==> config.mk <==
export PLATFORM = sky130hd
export DESIGN_NAME = sm3_expnd_top
export DESIGN_NICKNAME = d
export VERILOG_FILES = /design/src/sm3_ctrl_pkg.sv /design/src/sm3_word_pkg.sv /design/src/sm3_expnd_ctrl.sv /design/src/sm3_expnd_top.sv /design/src/sm3_word_window.sv
export SDC_FILE = /design/constraint.sdc
export NUM_CORES = 1
export LEC_CHECK = 0
export BUFFER_PORTS_ARGS = -buffer_cell sky130_fd_sc_hd__buf_2
export CAP_MARGIN = 40
export CORE_ASPECT_RATIO = 2
export CORE_UTILIZATION = 50
export DETAILED_ROUTE_END_ITERATION = 10
export HOLD_SLACK_MARGIN = 0.15
export PLACE_DENSITY = 0.78
export SLEW_MARGIN = 20
export SYNTH_ARGS = -nofsm -noshare
export SYNTH_HDL_FRONTEND = slang
export SYNTH_SLANG_ARGS = --single-unit
==> constraint.sdc <==
create_clock -name clk -period 1.7 [get_ports clk]
set_input_delay 0.085 -clock clk [delete_from_list [all_inputs] [get_ports clk]]
set_output_delay 0.085 -clock clk [all_outputs]
set_load 0.02 [all_outputs]
==> src/sm3_ctrl_pkg.sv <==
package sm3_ctrl_pkg;

    ////////////////////
    // controller phases

    // IDLE      waiting for word 0
    // LOAD      words 0..4 go in, nothing comes out
    // LOAD_OUT  words 5..15 go in, pairs 0..10 come out
    // EXPND     input held off, pairs 11..63 from the recurrence
    typedef enum logic [1:0] {
        IDLE     = 2'd0,
        LOAD     = 2'd1,
        LOAD_OUT = 2'd2,
        EXPND    = 2'd3
    } expnd_phase_t;

    ////////////////////
    // counter widths

    localparam int WORD_CNT_W = 4;  // 0..15, wraps after the last word
    localparam int EXP_CNT_W  = 6;  // 0..52

    ////////////////////
    // window control

    typedef struct packed {
        logic shift;       // advance the window by one word
        logic take_input;  // push the input word, else the expanded word
    } win_ctrl_t;

endpackage

==> src/sm3_word_pkg.sv <==
package sm3_word_pkg;

    ////////////////////
    // word and block constants

    typedef logic [31:0] sm3_word_t;

    localparam int BLOCK_WORDS   = 16;  // words in one padded block
    localparam int EXPND_PAIRS   = 64;  // W/W' pairs per block
    localparam int PRELOAD_WORDS = 5;   // first pair needs W0 and W4
    localparam int EXPND_CYCLES  = 53;  // pairs 11..63, input held off

    ////////////////////
    // permutation

    // P1(x) = x ^ (x <<< 15) ^ (x <<< 23)
    function automatic sm3_word_t sm3_p1(input sm3_word_t x);
        return x ^ {x[16:0], x[31:17]} ^ {x[8:0], x[31:9]};
    endfunction

    ////////////////////
    // beats

    // one input word of a padded block
    typedef struct packed {
        sm3_word_t data;
        logic      lst;   // word belongs to the last block of the message
    } pad_beat_t;

    // one expansion pair
    typedef struct packed {
        sm3_word_t wj;    // W_j
        sm3_word_t wjj;   // W'_j = W_j ^ W_(j+4)
        logic      lst;   // final pair of the message
    } expnd_beat_t;

endpackage

==> src/sm3_expnd_ctrl.sv <==
`timescale 1ns/10ps

module sm3_expnd_ctrl (
    input  logic                    clk,
    input  logic                    rst_n,
    input  logic                    pad_vld_i,
    input  logic                    pad_lst_i,
    output logic                    pad_rdy_o,
    output sm3_ctrl_pkg::win_ctrl_t win_ctrl_o,
    output logic                    expnd_vld_o,
    output logic                    expnd_lst_o
);
    import sm3_word_pkg::*;
    import sm3_ctrl_pkg::*;

    // counter values that end a phase
    localparam logic [WORD_CNT_W-1:0] LOAD_LAST_IDX = WORD_CNT_W'(PRELOAD_WORDS - 1);
    localparam logic [WORD_CNT_W-1:0] BLK_LAST_IDX  = WORD_CNT_W'(BLOCK_WORDS - 1);
    localparam logic [EXP_CNT_W-1:0]  EXP_LAST_IDX  = EXP_CNT_W'(EXPND_CYCLES - 1);

    expnd_phase_t          phase_q;
    expnd_phase_t          phase_d;
    logic [WORD_CNT_W-1:0] word_cnt_q;   // words taken of this block
    logic [EXP_CNT_W-1:0]  exp_cnt_q;    // expansion cycles done
    logic                  lst_flg_q;    // block carries the message end
    logic                  xfer;
    logic                  in_expnd;
    logic                  exp_done;

    ////////////////////
    // handshake

    assign in_expnd  = (phase_q == EXPND);
    assign pad_rdy_o = !in_expnd;              // phase only, never valid
    assign xfer      = pad_vld_i && pad_rdy_o;
    assign exp_done  = in_expnd && (exp_cnt_q == EXP_LAST_IDX);

    ////////////////////
    // phase FSM

    always_comb begin
        phase_d = phase_q;
        unique case (phase_q)
            IDLE: begin
                if (xfer) phase_d = LOAD;
            end
            LOAD: begin
                if (xfer && word_cnt_q == LOAD_LAST_IDX) phase_d = LOAD_OUT;
            end
            LOAD_OUT: begin
                if (xfer && word_cnt_q == BLK_LAST_IDX) phase_d = EXPND;
            end
            EXPND: begin
                if (exp_done) phase_d = IDLE;
            end
            default: phase_d = IDLE;
        endcase
    end

    always_ff @(posedge clk or negedge rst_n) begin
        if (!rst_n) begin
            phase_q <= IDLE;
        end else begin
            phase_q <= phase_d;
        end
    end

    ////////////////////
    // counters

    // wraps to zero on word 15, ready for the next block
    always_ff @(posedge clk or negedge rst_n) begin
        if (!rst_n) begin
            word_cnt_q <= '0;
        end else if (xfer) begin
            word_cnt_q <= word_cnt_q + 1'b1;
        end
    end

    always_ff @(posedge clk or negedge rst_n) begin
        if (!rst_n) begin
            exp_cnt_q <= '0;
        end else if (exp_done) begin
            exp_cnt_q <= '0;
        end else if (in_expnd) begin
            exp_cnt_q <= exp_cnt_q + 1'b1;
        end
    end

    // last-block flag, held until pair 63 leaves
    always_ff @(posedge clk or negedge rst_n) begin
        if (!rst_n) begin
            lst_flg_q <= 1'b0;
        end else if (xfer && pad_lst_i) begin
            lst_flg_q <= 1'b1;
        end else if (expnd_lst_o) begin
            lst_flg_q <= 1'b0;
        end
    end

    ////////////////////
    // window control and output strobes

    assign win_ctrl_o = '{shift: xfer || in_expnd, take_input: !in_expnd};

    // pairs 0..10 ride on the input transfers, 11..63 on every expansion cycle
    assign expnd_vld_o = (phase_q == LOAD_OUT && xfer) || in_expnd;
    assign expnd_lst_o = lst_flg_q && exp_done;

endmodule

==> src/sm3_expnd_top.sv <==
`timescale 1ns/10ps

module sm3_expnd_top (
    input  logic                      clk,
    input  logic                      rst_n,
    input  sm3_word_pkg::pad_beat_t   pad_i,
    input  logic                      pad_vld_i,
    output logic                      pad_rdy_o,
    output sm3_word_pkg::expnd_beat_t expnd_o,
    output logic                      expnd_vld_o
);
    import sm3_word_pkg::*;
    import sm3_ctrl_pkg::*;

    win_ctrl_t win_ctrl;
    sm3_word_t wj;
    sm3_word_t wjj;
    logic      expnd_lst;

    sm3_expnd_ctrl u_ctrl (
        .clk         (clk),
        .rst_n       (rst_n),
        .pad_vld_i   (pad_vld_i),
        .pad_lst_i   (pad_i.lst),
        .pad_rdy_o   (pad_rdy_o),
        .win_ctrl_o  (win_ctrl),
        .expnd_vld_o (expnd_vld_o),
        .expnd_lst_o (expnd_lst)
    );

    sm3_word_window u_window (
        .clk        (clk),
        .rst_n      (rst_n),
        .pad_word_i (pad_i.data),
        .win_ctrl_i (win_ctrl),
        .wj_o       (wj),
        .wjj_o      (wjj)
    );

    // no register here, pairs leave in the cycle they are tapped
    assign expnd_o = '{wj: wj, wjj: wjj, lst: expnd_lst};

endmodule

==> src/sm3_word_window.sv <==
`timescale 1ns/10ps

module sm3_word_window (
    input  logic                    clk,
    input  logic                    rst_n,
    input  sm3_word_pkg::sm3_word_t pad_word_i,
    input  sm3_ctrl_pkg::win_ctrl_t win_ctrl_i,
    output sm3_word_pkg::sm3_word_t wj_o,
    output sm3_word_pkg::sm3_word_t wjj_o
);
    import sm3_word_pkg::*;

    localparam int NEW_POS = BLOCK_WORDS - 1;              // youngest word
    localparam int WJ_POS  = BLOCK_WORDS - PRELOAD_WORDS;  // four behind the youngest

    sm3_word_t win_q [BLOCK_WORDS];  // [0] is W_(j-16) while expanding
    sm3_word_t p1_in;
    sm3_word_t w_new;
    sm3_word_t push_word;

    ////////////////////
    // recurrence

    // W_j = P1(W_j-16 ^ W_j-9 ^ (W_j-3 <<< 15)) ^ (W_j-13 <<< 7) ^ W_j-6
    assign p1_in = win_q[0] ^ win_q[7] ^ {win_q[13][16:0], win_q[13][31:17]};
    assign w_new = sm3_p1(p1_in)
                 ^ {win_q[3][24:0], win_q[3][31:25]}
                 ^ win_q[10];

    assign push_word = win_ctrl_i.take_input ? pad_word_i : w_new;

    ////////////////////
    // shift window

    always_ff @(posedge clk or negedge rst_n) begin
        if (!rst_n) begin
            for (int i = 0; i < BLOCK_WORDS; i++) begin
                win_q[i] <= '0;
            end
        end else if (win_ctrl_i.shift) begin
            for (int i = 0; i < NEW_POS; i++) begin
                win_q[i] <= win_q[i + 1];  // drop the oldest
            end
            win_q[NEW_POS] <= push_word;
        end
    end

    ////////////////////
    // output taps

    assign wj_o  = win_q[WJ_POS];
    assign wjj_o = win_q[WJ_POS] ^ win_q[NEW_POS];  // W_j ^ W_(j+4)

endmodule
==> metrics.txt <==
starting density of the core 50.60%; Die Y 300.6 µm; first-pass GRT wire length 96390 µm; min-delay worst type in -> async; highest clock rate 518.0 MHz; worst-path fanout max 2; sequential share of the synthesized area 58.95%; Slew Viols, Final 0; Yosys reg bits 525; Final nets 1817; final setup vio count 383; DP Wirelength 34620 µm; highest-count cells in the layout ignoring fill and taps dfrtp_1 (517), mux2_4 (463), buf_2 (99); global route overflow 0; clock-pin slew on the worst setup and hold paths 0.07 ns; Post-Syn Area 0.02229 mm²; required time of the critical path 1.62 ns; crit path time final 1.931 ns; Detailed Route Iter0 Violations 930; pin count of the biggest net entering global routing 85; Slew headroom 60.96%; Hold Slack 0.1816 ns; row count 109; synth-to-layout area growth 37.70%; YS warnings 0; DP Worst Slack -0.3038 ns; unique cell type count in the Yosys netlist 26; syn nets 1500; initial antenna violation count 2; drt first pass iters 5; Synth area leaders dfrtp_1 (59%), mux2_2 (14%), mux2_1 (10%); Via Count 13950; H-tree lvl count 2; Worst Slack Setup Final -0.2307 ns; Crit path arrival time 1.85 ns; RSZ-0062 raised after global routing true; maxcap violations 0; share of post-route cells with drive strength above 1 54.19%; share of the synthesized area in the top cell type 58.95%; area of the multi-input gates 0.01081 mm²; syn avg cell area 15.31 µm²; Worst Path Class, Setup reg -> out; clock sinks 525; I/O Buffers 102; CP max-delay cell dfrtp_1; outcome finished with violations; Worst Path Buf+Inv 3; Die W 151.3 µm; DRC errors left 0; CP Launch Type register; Worst setup EP type primary output; Final Wtd Congestion 0.8038; cell taking the most area after synthesis dfrtp_1; Fin. Hold Viols 0; Avg Vias per Cell 5.915; CORE AREA 0.04405 mm²; delay-heaviest family, CP flip-flops; Synth Instances 1456; vias in the first global route 15280; worst-margin pin slew 0.5814 ns; drt total wl 70620 µm; clk_lat worst skew 0.58 ns; CP cell instances inv_2, ha_4, nand4b_1, buf_4, nor2_4, and2_4, buf_6; WL per Instance 29.94 µm; CTS tree yes; # fillers 2456; slowest stage delay, CP 0.40 ns; die area 0.04547 mm²; Antenna Violating Nets Remaining 0; CTS Buf Count 45; fin crit share 113.6%; Clock Path Buffers 3; IO Count 103; commonest non-fill, non-tap cell in the layout dfrtp_1; violated checks negative setup slack; Clock Tree Root clkbuf_16; FF/Latch Area 0.01315 mm²; gr usage total 29.16%; skew final 0.03590 ns
-- repair_timing --
| action | in CTS | in global routing |
|---|---|---|
| gates cloned | 49 | 9 |
| setup buffers | 65 | 30 |
| hold endpoints to repair | 560 | 0 |
| hold buffers | 36 | 0 |
| pin swaps | 13 | 38 |
| resized for setup | 418 | 359 |
| setup endpoints to repair | 420 | 499 |
-- cell type report --
type | count | share of cell area, %
Multi-Input combinational cell | 822 | 35.23
Sequential cell | 525 | 42.84
Clock inverter | 14 | 0.6115
Clock buffer | 63 | 4.252
Tap cell | 555 | 2.263
Inverter | 8 | 0.1060
Timing Repair Buffer | 371 | 14.69
Antenna cell | 1 | 0.008154
-- metrics by stage --
stage | cell area [µm²] | cells | util (%) | TNS, ns
2_1_floorplan | 22290 | 1456 | - | 0
3_3_place_gp | 24060 | 2128 | 54.63 | -2.070
3_5_place_dp | 24060 | 2128 | 54.63 | -7.189
4_1_cts | 29480 | 2353 | 66.93 | -47.59
5_1_grt | 30690 | 2359 | 69.67 | -45.88
6_report | 30690 | 2359 | 69.67 | -31.88
-- worst paths after layout --
| kind | from | cells past startpoint | endpoint | slack (ns) |
|---|---|---|---|---|
| worst max-delay path | u_ctrl.exp_cnt_q[0] | 7 | expnd_o[0] | -0.23 |
| worst min-delay path | rst_n | 3 | u_window.win_q[508] | 0.18 |
| worst max register to register | u_ctrl.phase_q[0] | 9 | u_window.win_q[46] | -0.22 |
| worst min register to register | u_window.win_q[37] | 1 | u_window.win_q[37] | 0.50 |
| max in group asynchronous | rst_n | 3 | u_window.win_q[74] | 0.95 |
| min in group clk | pad_i[30] | 4 | u_window.win_q[29] | 0.33 |
-- routing by layer --
| metal | track usage, % | vias up | wire length, µm |
|---|---|---|---|
| met5 | 0 | - | 13 |
| li1 | - | 5635 | - |
| met4 | 19.57 | 2 | 6042 |
| met2 | 51.14 | 540 | 36600 |
| met1 | 32.63 | 7544 | 25000 |
| met3 | 3.545 | 232 | 2961 |
-- worst reg2reg max path: stages (launching register included) --
cell     delay (ns)
dfrtp_1        0.41
ha_4           0.19
nor2_4         0.09
buf_12         0.13
buf_8          0.13
buf_12         0.15
buf_12         0.12
buf_12         0.12
buf_16         0.14
mux2_4         0.31
-- flip-flops by register name, summed over array words and instances, names as in the netlist --
signal             count
u_ctrl.word_cnt_q      4
u_ctrl.lst_flg_q       1
u_window.win_q       480
u_ctrl.exp_cnt_q       6
u_ctrl.phase_q         2
u_window.wj_o         32
-- Yosys cell counts (all sizes together) --
| library cell | instances |
|---|---|
| dfrtp | 525 |
| mux2 | 481 |
| xnor2 | 131 |
| buf | 91 |
| xor2 | 35 |
| a21oi | 33 |
| nor2b | 33 |
| a211oi | 32 |
| xnor3 | 32 |
| clkbuf | 10 |
| nand2 | 10 |
| ha | 8 |
| inv | 8 |
| nor2 | 8 |
| o21ai | 7 |
| nand4 | 3 |
| mux2i | 2 |
| nand3 | 2 |
| and2 | 1 |
| nand2b | 1 |
| nand4b | 1 |
| o2111ai | 1 |
| or3 | 1 |
-- logic make-up (layout without fill, tap and decap cells) --
logic type | count (synthesis) | count (layout) | share of synthesized area (%)
mux | 483 | 483 | 24.39
buf+inv | 109 | 456 | 2.959
xor+xnor | 198 | 198 | 9.757
simple gates | 60 | 60 | 1.482
compound gates | 73 | 73 | 2.015
flops | 525 | 525 | 58.95
other cells | 0 | 1 | 0
fa+ha+maj | 8 | 8 | 0.4491
Power is left out: the tool's default activity adds up to more than one toggle a clock period on the data nets, which glitch-free logic cannot reach.
